## src/include/pool_macros.svh

```systemverilog
`ifndef POOL_MACROS_SVH
`define POOL_MACROS_SVH

// Four signed lanes per memory word
`define POOL_LANES 4
`define POOL_LANE_W 8

// Memory and output buffer address width
`define POOL_ADDR_W 8

// Geometry and job length inputs
`define POOL_CNT_W 16

`endif

```

## src/verilog/pool_data_pkg.sv

```systemverilog
`include "pool_macros.svh"

package pool_data_pkg;

	// One activation value
	typedef logic signed [`POOL_LANE_W-1:0] lane_t;

	typedef logic [`POOL_LANES*`POOL_LANE_W-1:0] word_t; // Lane 0 in the low bits

	typedef logic [`POOL_ADDR_W-1:0] addr_t;

endpackage

```

## src/verilog/pool_ctrl_pkg.sv

```systemverilog
`include "pool_macros.svh"

package pool_ctrl_pkg;

	typedef logic [`POOL_CNT_W-1:0] count_t; // Row length and output word count

	// Only POOL_1D and POOL_2D start a job
	typedef enum logic [2:0] {
		POOL_NONE = 3'd0,
		POOL_1D   = 3'd1,
		POOL_2D   = 3'd2
	} pool_mode_t;

	typedef enum logic [3:0] {
		IDLE,
		P1_PRE_READ,
		P1_READ,
		P1_OPERATE,
		P1_WRITE,
		P2_PRE_READ,
		P2_READ_ROW1,
		P2_OPERATE,
		P2_WRITE
	} pool_state_t;

endpackage

```

## src/verilog/pool_fsm.sv

```systemverilog
`timescale 1ns/100ps

module pool_fsm (
	input  logic                    clk,
	input  logic                    reset,
	input  logic                    enable,
	input  pool_ctrl_pkg::pool_mode_t mode,
	input  logic                    last_slot,
	input  logic                    last_word,
	output pool_ctrl_pkg::pool_mode_t job_mode,
	output logic                    clear,
	output logic                    capture,
	output logic                    row1_sel,
	output logic                    step,
	output logic                    write,
	output logic                    rd_en,
	output logic                    wr_en,
	output logic                    done
);
	import pool_ctrl_pkg::*;

	pool_state_t state;
	pool_state_t state_next;
	logic        start;

	assign start = enable && (mode == POOL_1D || mode == POOL_2D);

	always_ff @(posedge clk or negedge reset) begin
		if (!reset) begin
			state    <= IDLE;
			job_mode <= POOL_NONE;
		end else begin
			state <= state_next;
			if (state == IDLE && start)
				job_mode <= mode; // Held for the whole job
		end
	end

	always_comb begin
		state_next = state;
		case (state)
			IDLE:
				if (start)
					state_next = (mode == POOL_1D) ? P1_PRE_READ : P2_PRE_READ;
			P1_PRE_READ:  state_next = P1_READ;
			P1_READ:      state_next = P1_OPERATE;
			P1_OPERATE:   state_next = last_slot ? P1_WRITE : P1_PRE_READ;
			P1_WRITE:     state_next = last_word ? IDLE : P1_PRE_READ;
			P2_PRE_READ:  state_next = P2_READ_ROW1;
			P2_READ_ROW1: state_next = P2_OPERATE;
			P2_OPERATE:   state_next = last_slot ? P2_WRITE : P2_PRE_READ;
			P2_WRITE:     state_next = last_word ? IDLE : P2_PRE_READ;
			default:      state_next = IDLE;
		endcase
		// Abort from any active state
		if (!enable && state != IDLE)
			state_next = IDLE;
	end

	assign clear    = (state == IDLE);
	assign capture  = (state == P1_READ) || (state == P2_READ_ROW1);
	assign row1_sel = (state == P2_READ_ROW1);
	assign step     = (state == P1_OPERATE) || (state == P2_OPERATE);
	assign write    = (state == P1_WRITE) || (state == P2_WRITE);
	// 1D repeats the address in READ, 2D fetches the row below
	assign rd_en    = (state == P1_PRE_READ) || (state == P1_READ) ||
			  (state == P2_PRE_READ) || (state == P2_READ_ROW1);
	assign wr_en    = write;
	assign done     = write && last_word;

endmodule

```

## src/verilog/pool_addr_counter.sv

```systemverilog
`timescale 1ns/100ps
`include "pool_macros.svh"

module pool_addr_counter (
	input  logic                      clk,
	input  logic                      reset,
	input  pool_ctrl_pkg::pool_mode_t job_mode,
	input  pool_ctrl_pkg::count_t     row_len,
	input  pool_ctrl_pkg::count_t     out_words,
	input  logic                      clear,
	input  logic                      row1_sel,
	input  logic                      step,
	input  logic                      write,
	output pool_data_pkg::addr_t      rd_addr,
	output pool_data_pkg::addr_t      wr_addr,
	output logic [1:0]                slot,
	output logic                      last_slot,
	output logic                      last_word
);
	import pool_data_pkg::*;
	import pool_ctrl_pkg::*;

	addr_t  base;     // Read address of the current row 0 word
	addr_t  row_off;
	count_t col;
	count_t out_cnt;
	logic   last_col;

	assign row_off  = row_len[`POOL_ADDR_W-1:0];
	assign last_col = (col == row_len - count_t'(1));

	always_ff @(posedge clk or negedge reset) begin
		if (!reset) begin
			base    <= '0;
			col     <= '0;
			slot    <= '0;
			wr_addr <= '0;
			out_cnt <= '0;
		end else if (clear) begin
			base    <= '0;
			col     <= '0;
			slot    <= '0;
			wr_addr <= '0;
			out_cnt <= '0;
		end else begin
			if (step) begin
				slot <= last_slot ? 2'd0 : slot + 2'd1;
				if (job_mode == POOL_2D) begin
					if (last_col) begin
						// Skip over the row already used as row 1
						col  <= '0;
						base <= base + row_off + addr_t'(1);
					end else begin
						col  <= col + count_t'(1);
						base <= base + addr_t'(1);
					end
				end else begin
					base <= base + addr_t'(1);
				end
			end
			if (write) begin
				wr_addr <= wr_addr + addr_t'(1);
				out_cnt <= out_cnt + count_t'(1);
			end
		end
	end

	// Four words per output in 1D, two pairs in 2D
	assign last_slot = (job_mode == POOL_2D) ? (slot == 2'd1) : (slot == 2'd3);
	assign last_word = (out_cnt == out_words - count_t'(1));

	assign rd_addr = row1_sel ? base + row_off : base;

endmodule

```

## src/verilog/pool_reduce.sv

```systemverilog
`timescale 1ns/100ps
`include "pool_macros.svh"

module pool_reduce (
	input  logic                      clk,
	input  logic                      reset,
	input  logic                      capture,
	input  pool_ctrl_pkg::pool_mode_t job_mode,
	input  pool_data_pkg::word_t      read_word,
	output pool_data_pkg::lane_t      max_lo,
	output pool_data_pkg::lane_t      max_hi
);
	import pool_data_pkg::*;
	import pool_ctrl_pkg::*;

	word_t held; // Row 0 word in 2D, the only word in 1D
	lane_t held_lo;
	lane_t held_hi;
	lane_t rd_lo;
	lane_t rd_hi;

	function automatic lane_t smax(input lane_t a, input lane_t b);
		return (a >= b) ? a : b;
	endfunction

	always_ff @(posedge clk or negedge reset) begin
		if (!reset)
			held <= '0;
		else if (capture)
			held <= read_word;
	end

	// Pairwise maxima over lanes 0/1 and 2/3
	assign held_lo = smax(held[0*`POOL_LANE_W +: `POOL_LANE_W],
			      held[1*`POOL_LANE_W +: `POOL_LANE_W]);
	assign held_hi = smax(held[2*`POOL_LANE_W +: `POOL_LANE_W],
			      held[3*`POOL_LANE_W +: `POOL_LANE_W]);
	assign rd_lo   = smax(read_word[0*`POOL_LANE_W +: `POOL_LANE_W],
			      read_word[1*`POOL_LANE_W +: `POOL_LANE_W]);
	assign rd_hi   = smax(read_word[2*`POOL_LANE_W +: `POOL_LANE_W],
			      read_word[3*`POOL_LANE_W +: `POOL_LANE_W]);

	always_comb begin
		if (job_mode == POOL_2D) begin
			max_lo = smax(held_lo, rd_lo); // Left 2x2 window
			max_hi = smax(held_hi, rd_hi);
		end else begin
			max_lo = smax(held_lo, held_hi);
			max_hi = held_hi;
		end
	end

endmodule

```

## src/verilog/pool_assemble.sv

```systemverilog
`timescale 1ns/100ps
`include "pool_macros.svh"

module pool_assemble (
	input  logic                      clk,
	input  logic                      reset,
	input  logic                      clear,
	input  logic                      step,
	input  pool_ctrl_pkg::pool_mode_t job_mode,
	input  logic [1:0]                slot,
	input  pool_data_pkg::lane_t      max_lo,
	input  pool_data_pkg::lane_t      max_hi,
	output pool_data_pkg::word_t      output_word
);
	import pool_ctrl_pkg::*;

	always_ff @(posedge clk or negedge reset) begin
		if (!reset) begin
			output_word <= '0;
		end else if (clear) begin
			output_word <= '0;
		end else if (step) begin
			if (job_mode == POOL_2D)
				// Slot picks the lane pair for the two windows
				output_word[slot*2*`POOL_LANE_W +: 2*`POOL_LANE_W] <= {max_hi, max_lo};
			else
				output_word[slot*`POOL_LANE_W +: `POOL_LANE_W] <= max_lo;
		end
	end

endmodule

```

## src/verilog/pooling_top.sv

```systemverilog
`timescale 1ns/100ps

module pooling_top (
	input  logic                      clk,
	input  logic                      reset,
	input  logic                      enable,
	input  pool_ctrl_pkg::pool_mode_t mode,
	input  pool_ctrl_pkg::count_t     row_len,
	input  pool_ctrl_pkg::count_t     out_words,
	input  pool_data_pkg::word_t      read_word,
	output pool_data_pkg::addr_t      rd_addr,
	output logic                      rd_en,
	output logic                      wr_en,
	output pool_data_pkg::addr_t      wr_addr,
	output pool_data_pkg::word_t      output_word,
	output logic                      done
);
	import pool_data_pkg::*;
	import pool_ctrl_pkg::*;

	pool_mode_t job_mode;
	logic       clear;
	logic       capture;
	logic       row1_sel;
	logic       step;
	logic       write;
	logic [1:0] slot;
	logic       last_slot;
	logic       last_word;
	lane_t      max_lo;
	lane_t      max_hi;

	pool_fsm u_fsm (
		.clk       (clk),
		.reset     (reset),
		.enable    (enable),
		.mode      (mode),
		.last_slot (last_slot),
		.last_word (last_word),
		.job_mode  (job_mode),
		.clear     (clear),
		.capture   (capture),
		.row1_sel  (row1_sel),
		.step      (step),
		.write     (write),
		.rd_en     (rd_en),
		.wr_en     (wr_en),
		.done      (done)
	);

	pool_addr_counter u_addr_counter (
		.clk       (clk),
		.reset     (reset),
		.job_mode  (job_mode),
		.row_len   (row_len),
		.out_words (out_words),
		.clear     (clear),
		.row1_sel  (row1_sel),
		.step      (step),
		.write     (write),
		.rd_addr   (rd_addr),
		.wr_addr   (wr_addr),
		.slot      (slot),
		.last_slot (last_slot),
		.last_word (last_word)
	);

	pool_reduce u_reduce (
		.clk       (clk),
		.reset     (reset),
		.capture   (capture),
		.job_mode  (job_mode),
		.read_word (read_word),
		.max_lo    (max_lo),
		.max_hi    (max_hi)
	);

	pool_assemble u_assemble (
		.clk         (clk),
		.reset       (reset),
		.clear       (clear),
		.step        (step),
		.job_mode    (job_mode),
		.slot        (slot),
		.max_lo      (max_lo),
		.max_hi      (max_hi),
		.output_word (output_word)
	);

endmodule

```

## config.mk

```make
export PLATFORM = sky130hd
export DESIGN_NAME = pooling_top
export DESIGN_NICKNAME = d
export VERILOG_FILES = /design/src/verilog/pool_data_pkg.sv /design/src/verilog/pool_ctrl_pkg.sv /design/src/verilog/pool_fsm.sv /design/src/verilog/pool_addr_counter.sv /design/src/verilog/pool_reduce.sv /design/src/verilog/pool_assemble.sv /design/src/verilog/pooling_top.sv
export VERILOG_INCLUDE_DIRS = /design/src /design/src/include
export SDC_FILE = /design/constraint.sdc
export NUM_CORES = 1
export LEC_CHECK = 0
export BUFFER_PORTS_ARGS = -buffer_cell sky130_fd_sc_hd__buf_2
export CORE_ASPECT_RATIO = 1.5
export CORE_MARGIN = 2
export CORE_UTILIZATION = 45
export DETAILED_ROUTE_END_ITERATION = 12
export MAX_ROUTING_LAYER = met4
export PLACE_DENSITY = 0.71
export SETUP_SLACK_MARGIN = 0.05
export SYNTH_ARGS = -nofsm -noshare
export SYNTH_HDL_FRONTEND = slang
export SYNTH_HIERARCHICAL = 1
export SYNTH_SLANG_ARGS = --single-unit
```

## constraint.sdc

```tcl
create_clock -name clk -period 5.9 [get_ports clk]
set_input_delay 0.59 -clock clk [delete_from_list [all_inputs] [get_ports clk]]
set_output_delay 0.59 -clock clk [all_outputs]
set_load 0.05 [all_outputs]
```

Yosys cells after proc, flatten, opt, wreduce, memory -nomap -nowiden
Index checks and enable logic that the tools add are counted.
W data, S select, Z words.
- add/subtract/negate cells: 11
- magnitude comparators: 7
- eq/ne operators: 16
- shift-type cells: 4
- muxes and demuxes: 39
- reductions and logical operators: 18
- operator list (operator ; count):
    $mux W8 ; 16
    $mux W16 ; 6
    $mux W32 ; 3
    $bwmux W32 ; 2
    $ge A8 B8 Y1 ; 7
    $pmux W4 S9 ; 1
    $neg A5 Y34 ; 1
    $neg A6 Y34 ; 1
    $shift A16 B34 Y32 const A ; 1
    $shift A8 B34 Y32 const A ; 1
    $shiftx A16 B34 Y32 ; 1
    $shiftx A8 B34 Y32 ; 1
    $add A16 B1 Y16 const B ; 2
    $eq A16 B16 Y1 ; 2
    $sub A16 B1 Y16 const B ; 2
    $add A8 B1 Y8 const B ; 3
    $eq A4 B3 Y1 const B ; 4
    $mux W4 ; 3
    $mux W3 ; 3
    $add A8 B8 Y8 ; 1
    $eq A4 B2 Y1 const B ; 2
    $logic_or A1 B1 Y1 ; 7
    $eq A3 B2 Y1 const B ; 2
    $mux W2 ; 3
    other kinds (14) ; 20
- flip-flop bits (word level): 121
- bits of input ports: 70
- output and inout port bits: 51
- logic and storage cells: 104

Depth between registers and ports, before layout
- depth after elaboration: 10
- gate-level depth with buffers: 19
- mapped depth without buffers: 19

By module
The synthesis kept the hierarchy.
- modules (own cells, without submodules) (module ; times used ; cells an instance ; area an instance (µm²) ; seq. area each (µm²)):
    pool_addr_counter ; 1 ; 501 ; 4225.3 ; 1251.2
    pool_reduce ; 1 ; 384 ; 3289.4 ; 800.8
    pool_assemble ; 1 ; 128 ; 1625.3 ; 800.8
    pool_fsm ; 1 ; 52 ; 484.2 ; 175.2

Least setup slack after synthesis
No wires, ideal clock.
- path kind: input -> register
- from: input port read_word[15]
- to: register u_assemble.output_word[11]
- library setup time: 0.125 ns
- data arrival time: 4.107 ns
- data required time: 5.775 ns
- path slack: 1.668 ns
- stages: 16
- path buffers: 1
- path through: inv_1 -> ha_1 -> or4b_2 -> o21a_1 -> clkbuf_1 -> a21oi_1 -> ha_1 -> o2111ai_1 -> a21oi_1 -> o31a_1 -> o22ai_1 -> nand2_1 -> nand2_1 -> o221ai_1 -> a22o_1 -> mux2_2
- cells in the longest elaborated chain, start to end: 10
- elaborated cells between the ends (all ways): 12
- those cells by class: 2 x order compare; 2 x shift; 8 x mux
- ends and longest elaborated chain (what ; line ; RTL):
    start: declaration ; pooling_top.sv:10 ; input pool_data_pkg::word_t read_word,
    $ge A8 B8 Y1 ; pool_reduce.sv:23 ; return (a >= b) ? a : b;
    $mux W8 * ; pool_reduce.sv:23 ;
    $ge A8 B8 Y1 ; pool_reduce.sv:23 ;
    $mux W8 * ; pool_reduce.sv:23 ;
    $mux W8 * ; pool_reduce.sv:44 ; if (job_mode == POOL_2D) begin
    net max_lo[3] ; pooling_top.sv:30 ; lane_t max_lo;
    $shiftx A16 B34 Y32 or $shiftx A8 B34 Y32 (tied branches) ; pool_assemble.sv:25, pool_assemble.sv:27 ;
    $bwmux W32 (on tied branches) ; pool_assemble.sv:25, pool_assemble.sv:27 ;
    $mux W32 * ; pool_assemble.sv:23 ; if (job_mode == POOL_2D)
    $mux W32 * ; pool_assemble.sv:22 ; end else if (step) begin
    $mux W32 * ; pool_assemble.sv:20 ; end else if (clear) begin
    end signal: indexed assignment ; pool_assemble.sv:25 ; output_word[slot*2*`POOL_LANE_W +: 2*`POOL_LANE_W] <= {max_hi, max_lo};
    end signal: indexed assignment ; pool_assemble.sv:27 ; output_word[slot*`POOL_LANE_W +: `POOL_LANE_W] <= max_lo;
    end: declaration ; pool_assemble.sv:13 ; output pool_data_pkg::word_t output_word
Mark *: on every way through the listed nets, which the timed path passes. The rest lies on a longest branch. The select of a mux whose other input is x is not followed.
A chain may end at the register's enable or synchronous reset.

Worst setup path after layout
- from: register u_reduce.held[16]
- to: register u_assemble.output_word[25]
- cells in the longest elaborated chain, start to end: 10
- elaborated cells between the ends (all ways): 15
- those cells by class: 3 x order compare; 2 x shift; 10 x mux
- ends and longest elaborated chain (what ; line ; RTL):
    start: declaration ; pool_reduce.sv:16 ; word_t held;
    start signal: assignment ; pool_reduce.sv:30 ; held <= read_word;
    $ge A8 B8 Y1 ; pool_reduce.sv:23 ;
    $mux W8 * ; pool_reduce.sv:23 ;
    $ge A8 B8 Y1 ; pool_reduce.sv:23 ;
    $mux W8 * ; pool_reduce.sv:23 ;
    $mux W8 * ; pool_reduce.sv:44 ;
    net max_lo[1] ; pooling_top.sv:30 ;
    $shiftx A16 B34 Y32 or $shiftx A8 B34 Y32 (tied branches) ; pool_assemble.sv:25, pool_assemble.sv:27 ;
    $bwmux W32 (on tied branches) ; pool_assemble.sv:25, pool_assemble.sv:27 ;
    $mux W32 * ; pool_assemble.sv:23 ;
    $mux W32 * ; pool_assemble.sv:22 ;
    $mux W32 * ; pool_assemble.sv:20 ;
Marks and branches as above.

==> run summary <==
Synthesis produced a netlist with a net count of 1206. The share of power burned in registers was 0.188. After synthesis, the cell types taking the most area are sky130_fd_sc_hd__dfrtp_1, sky130_fd_sc_hd__ha_1, sky130_fd_sc_hd__mux2_2, sky130_fd_sc_hd__xnor2_1, sky130_fd_sc_hd__nand2_1. The clock network fraction of total power is 0.167.

The share of cell area taken by muxes after synthesis is 0.09035. The critical setup path kind is register to register. The routed design has 25.49 mm of wire.

The maximum fanout along the worst path was 9. After clock tree synthesis, the repair step resized 0 gates. The hold violation total from the final report was 0. Summed over all failing endpoints, the final setup total negative slack is 0 ns. The tool flagged a number of max-cap violations equal to 0. The final clock period utilization by the worst path was 0.8216.

Clock tree synthesis inserted a total of 17 buffers. Summed over all nets, the half-perimeter wirelength after detailed placement is 19.38 mm. The actual transition at the worst max-transition pin works out to 1.135 ns.

The global router's overall resource usage is 0.2406, and the pin count of the biggest net entering global routing is 71. The element type at the critical path start is a register. The flop-to-flop setup slack was 1.05 ns; the remaining global-route overflow was 0. In this run the power spent charging and discharging nets is 3.037 mW. The tools report the area of the die as 22600 um2. The number of setup buffers added after CTS is 0. In this run the vertical extent of the chip is 183.1 um. The final design utilization was 0.5244. The area fraction in compound gates after synthesis was 0.1804; the smallest setup slack after layout was 1.052 ns. During I/O placement, the number of pins put on the boundary was 121. The most common cell after layout, fill and taps aside is sky130_fd_sc_hd__dfrtp_1. The largest family of logic cells by synthesized area was simple AND/OR/NAND/NOR gates. The run gives 5 as the first-pass iteration count of the detailed router.

The fraction of synthesized cell area taken by the top area cell type came out at 0.3146. After floorplanning, the core was sized to cover 20980 um2. CTS placed an instance of sky130_fd_sc_hd__clkbuf_16 at the clock tree root. The adder-cell share of the synthesized area was 0.09633; the setup skew after layout was 0.006672 ns. For this run, design rule violations remaining after detail routing come to 0.

Remaining antenna violation count: 0. The number of enable-type register cells in the synthesized netlist is 0. The total count of max-transition violations in the final report is 0. Via count of the first global-routing pass: 8588.

For the pre-CTS setup slack, the log shows 1.089 ns. Initial core utilization: 0.4587. Predominant post-synthesis flop cell: sky130_fd_sc_hd__dfrtp_1.

The initial antenna violation count is 0. Port buffering added 120 buffers. Setup violations remaining at the end of the flow were counted as 0.

The tools report the number of library cell types mapped by synthesis as 94. The tightest min-delay check is of the primary input to async pin type. Routed via count: 8575.

The run finished with clean final reports. The critical path arrival is 5.15 ns. Hold repair after CTS inserted 0 buffers. The site row count is 65, and the final period demand of the worst path is 4.848 ns. The per-instance average area after synthesis is 9.037 um2. The repair_antennas step left the layout with diodes totalling 0. In this run the deepest clock path goes through 2 buffers. The xor/xnor share of the synthesized area came out at 0.07527. Setup repair after global routing left no endpoint under its margin. TritonCTS built the clock tree. Summing every instance area after synthesis gives 9624 um2. Routability-driven placement finished with a final weighted congestion of 0.9779.

The tools report the TritonCTS sink count as 121. The tools report the startpoint of the most critical setup path as u_reduce/held[16]. In this run, the number of DRC markers left after iteration 0 of detailed routing was 347. The worst register-to-register path begins at u_reduce/held[16]. In the layout the commonest cells are sky130_fd_sc_hd__dfrtp_1, sky130_fd_sc_hd__buf_2, sky130_fd_sc_hd__nand2_1, sky130_fd_sc_hd__inv_1, sky130_fd_sc_hd__nor2_1. The fraction of registers with async set or reset after synthesis is 1.000.

The logs give 41.93 mm for the wire length of the first global-routing pass and 206.3 MHz for the maximum clock frequency. The count of yosys warnings during synthesis is 6, and the switching power as a share of total power is 0.5069. The type of element capturing the critical path is a register. The area growth from synthesis to layout is 14.34%. The combinational share of power was 0.644. The worst slew slack as a fraction of its limit came out at 0.2378. The fraction of final layout cells with drive strength greater than 1 is 0.2081. Simple-gate share of the synthesized area: 0.1938. Cell internal power was estimated by the tool at 2.954 mW. The final layout contains 1315 nets. For the leakage component of the power, the log shows 4.957 nW.

Power comes to 5.991 mW. The clock latency on the worst-skew pair is 0.42 ns. Clock-pin slew was measured on the worst setup and hold paths at 0.06 ns. The power density over cell area was 544.4 nW/um2; the critical path required time was 6.20 ns. Flop and latch count out of synthesis: 121. The tools report the number of instances in the synthesized netlist as 1065. The H-tree was split into 4 levels.

The detail-routed via count per cell came out at 5.893. Measured along the x axis, the die boundary spans 123.4 um. The largest area contributor in the netlist is sky130_fd_sc_hd__dfrtp_1.

Proportion of synthesized chip area in sequential cells: 0.3146. IR analysis of the VDD net gives a maximum drop of 0.3698 mV. After detailed routing, the average wire length per cell comes to 17.52 um.
[registers in the layout, summed over array words and instances, names as in the netlist]
name / count
u_assemble/output_word: 32
u_addr_counter/col: 16
u_fsm/job_mode: 3
u_fsm/state: 4
u_addr_counter/wr_addr: 8
u_addr_counter/out_cnt: 16
u_addr_counter/base: 8
u_reduce/held: 32
u_addr_counter/slot: 2
[metal layers]
metal	routed length, um	track usage	vias up
met1	9760	0.2555	4172
met2	13790	0.4233	237
met4	1002	0.1223	0
li1	-	-	4090
met3	945	0.03980	76
met5	0	-	-
[stage by stage]
stage,hold slack [ns],cells,instance area [um2]
3_3_place_gp,0.4916,1423,10430
5_1_grt,0.3711,1455,11000
2_1_floorplan,0.2944,1065,9624
3_5_place_dp,0.5011,1423,10430
6_report,0.3012,1455,11000
4_1_cts,0.3257,1455,11000
[Yosys cell counts, drive strengths merged (31+ instances only)]
cell type  number
a21oi          43
dfrtp         121
ha             70
inv            77
mux2           52
nand2          91
nand3          32
nor2           74
nor3           31
o21ai          68
xnor2          43
xor2           37
[logic make-up (layout without fill, tap and decap cells)]
| kind of cell | Yosys count | count (layout) |
|---|---|---|
| buffers and inverters | 113 | 235 |
| adders and majority gates | 74 | 74 |
| DFF | 121 | 121 |
| xor gates and xnor gates | 81 | 81 |
| and+or+nand+nor | 352 | 352 |
| muxes | 80 | 80 |
| AOI/OAI and AO/OA | 244 | 244 |
[area by class of cell]
class	instances	area, um2
Inverter	77	289.0
Clock inverter	13	117.6
Fill cell	2025	9978
Clock buffer	19	452.9
Timing Repair Buffer	126	648.1
Multi-Input combinational cell	831	6133
Sequential cell	121	3028
Tap cell	268	335.3
[power by group through the flow]
stage	Clock, mW	Combinational [mW]	Sequential (mW)
5_1_grt	1.06	4.21	1.15
3_5_place_dp	0	3.75	1.14
4_1_cts	1.02	3.78	1.13
2_1_floorplan	0	2.78	1.14
6_report	1.00	3.86	1.13
3_3_place_gp	0	3.71	1.14
[path summary, 6_finish.rpt]
path / end / depth (start not counted)
min reg2reg: u_assemble/output_word[0] / 1
max: u_assemble/output_word[25] / 16
max reg2reg: u_assemble/output_word[25] / 16
min: u_addr_counter/out_cnt[0] / 1
min in group clk: u_reduce/held[11] / 3
max in group asynchronous: u_addr_counter/base[1] / 2
[worst max-delay path: stages, from the launching register on]
cell and delay (ns):
sky130_fd_sc_hd__dfrtp_1 0.35, sky130_fd_sc_hd__inv_1 0.06, sky130_fd_sc_hd__ha_1 0.28, sky130_fd_sc_hd__nand2b_1 0.14
sky130_fd_sc_hd__a2111o_1 0.44, sky130_fd_sc_hd__a21oi_4 0.36, sky130_fd_sc_hd__mux2i_1 0.49, sky130_fd_sc_hd__ha_1 0.33
sky130_fd_sc_hd__a2111o_1 0.42, sky130_fd_sc_hd__inv_1 0.08, sky130_fd_sc_hd__a22o_1 0.16, sky130_fd_sc_hd__a41oi_1 0.12
sky130_fd_sc_hd__and2_1 0.33, sky130_fd_sc_hd__a211oi_2 0.38, sky130_fd_sc_hd__o221ai_1 0.27, sky130_fd_sc_hd__a22o_1 0.27
sky130_fd_sc_hd__mux2_2 0.25
Note: power is estimated with default switching activity, not from simulation.
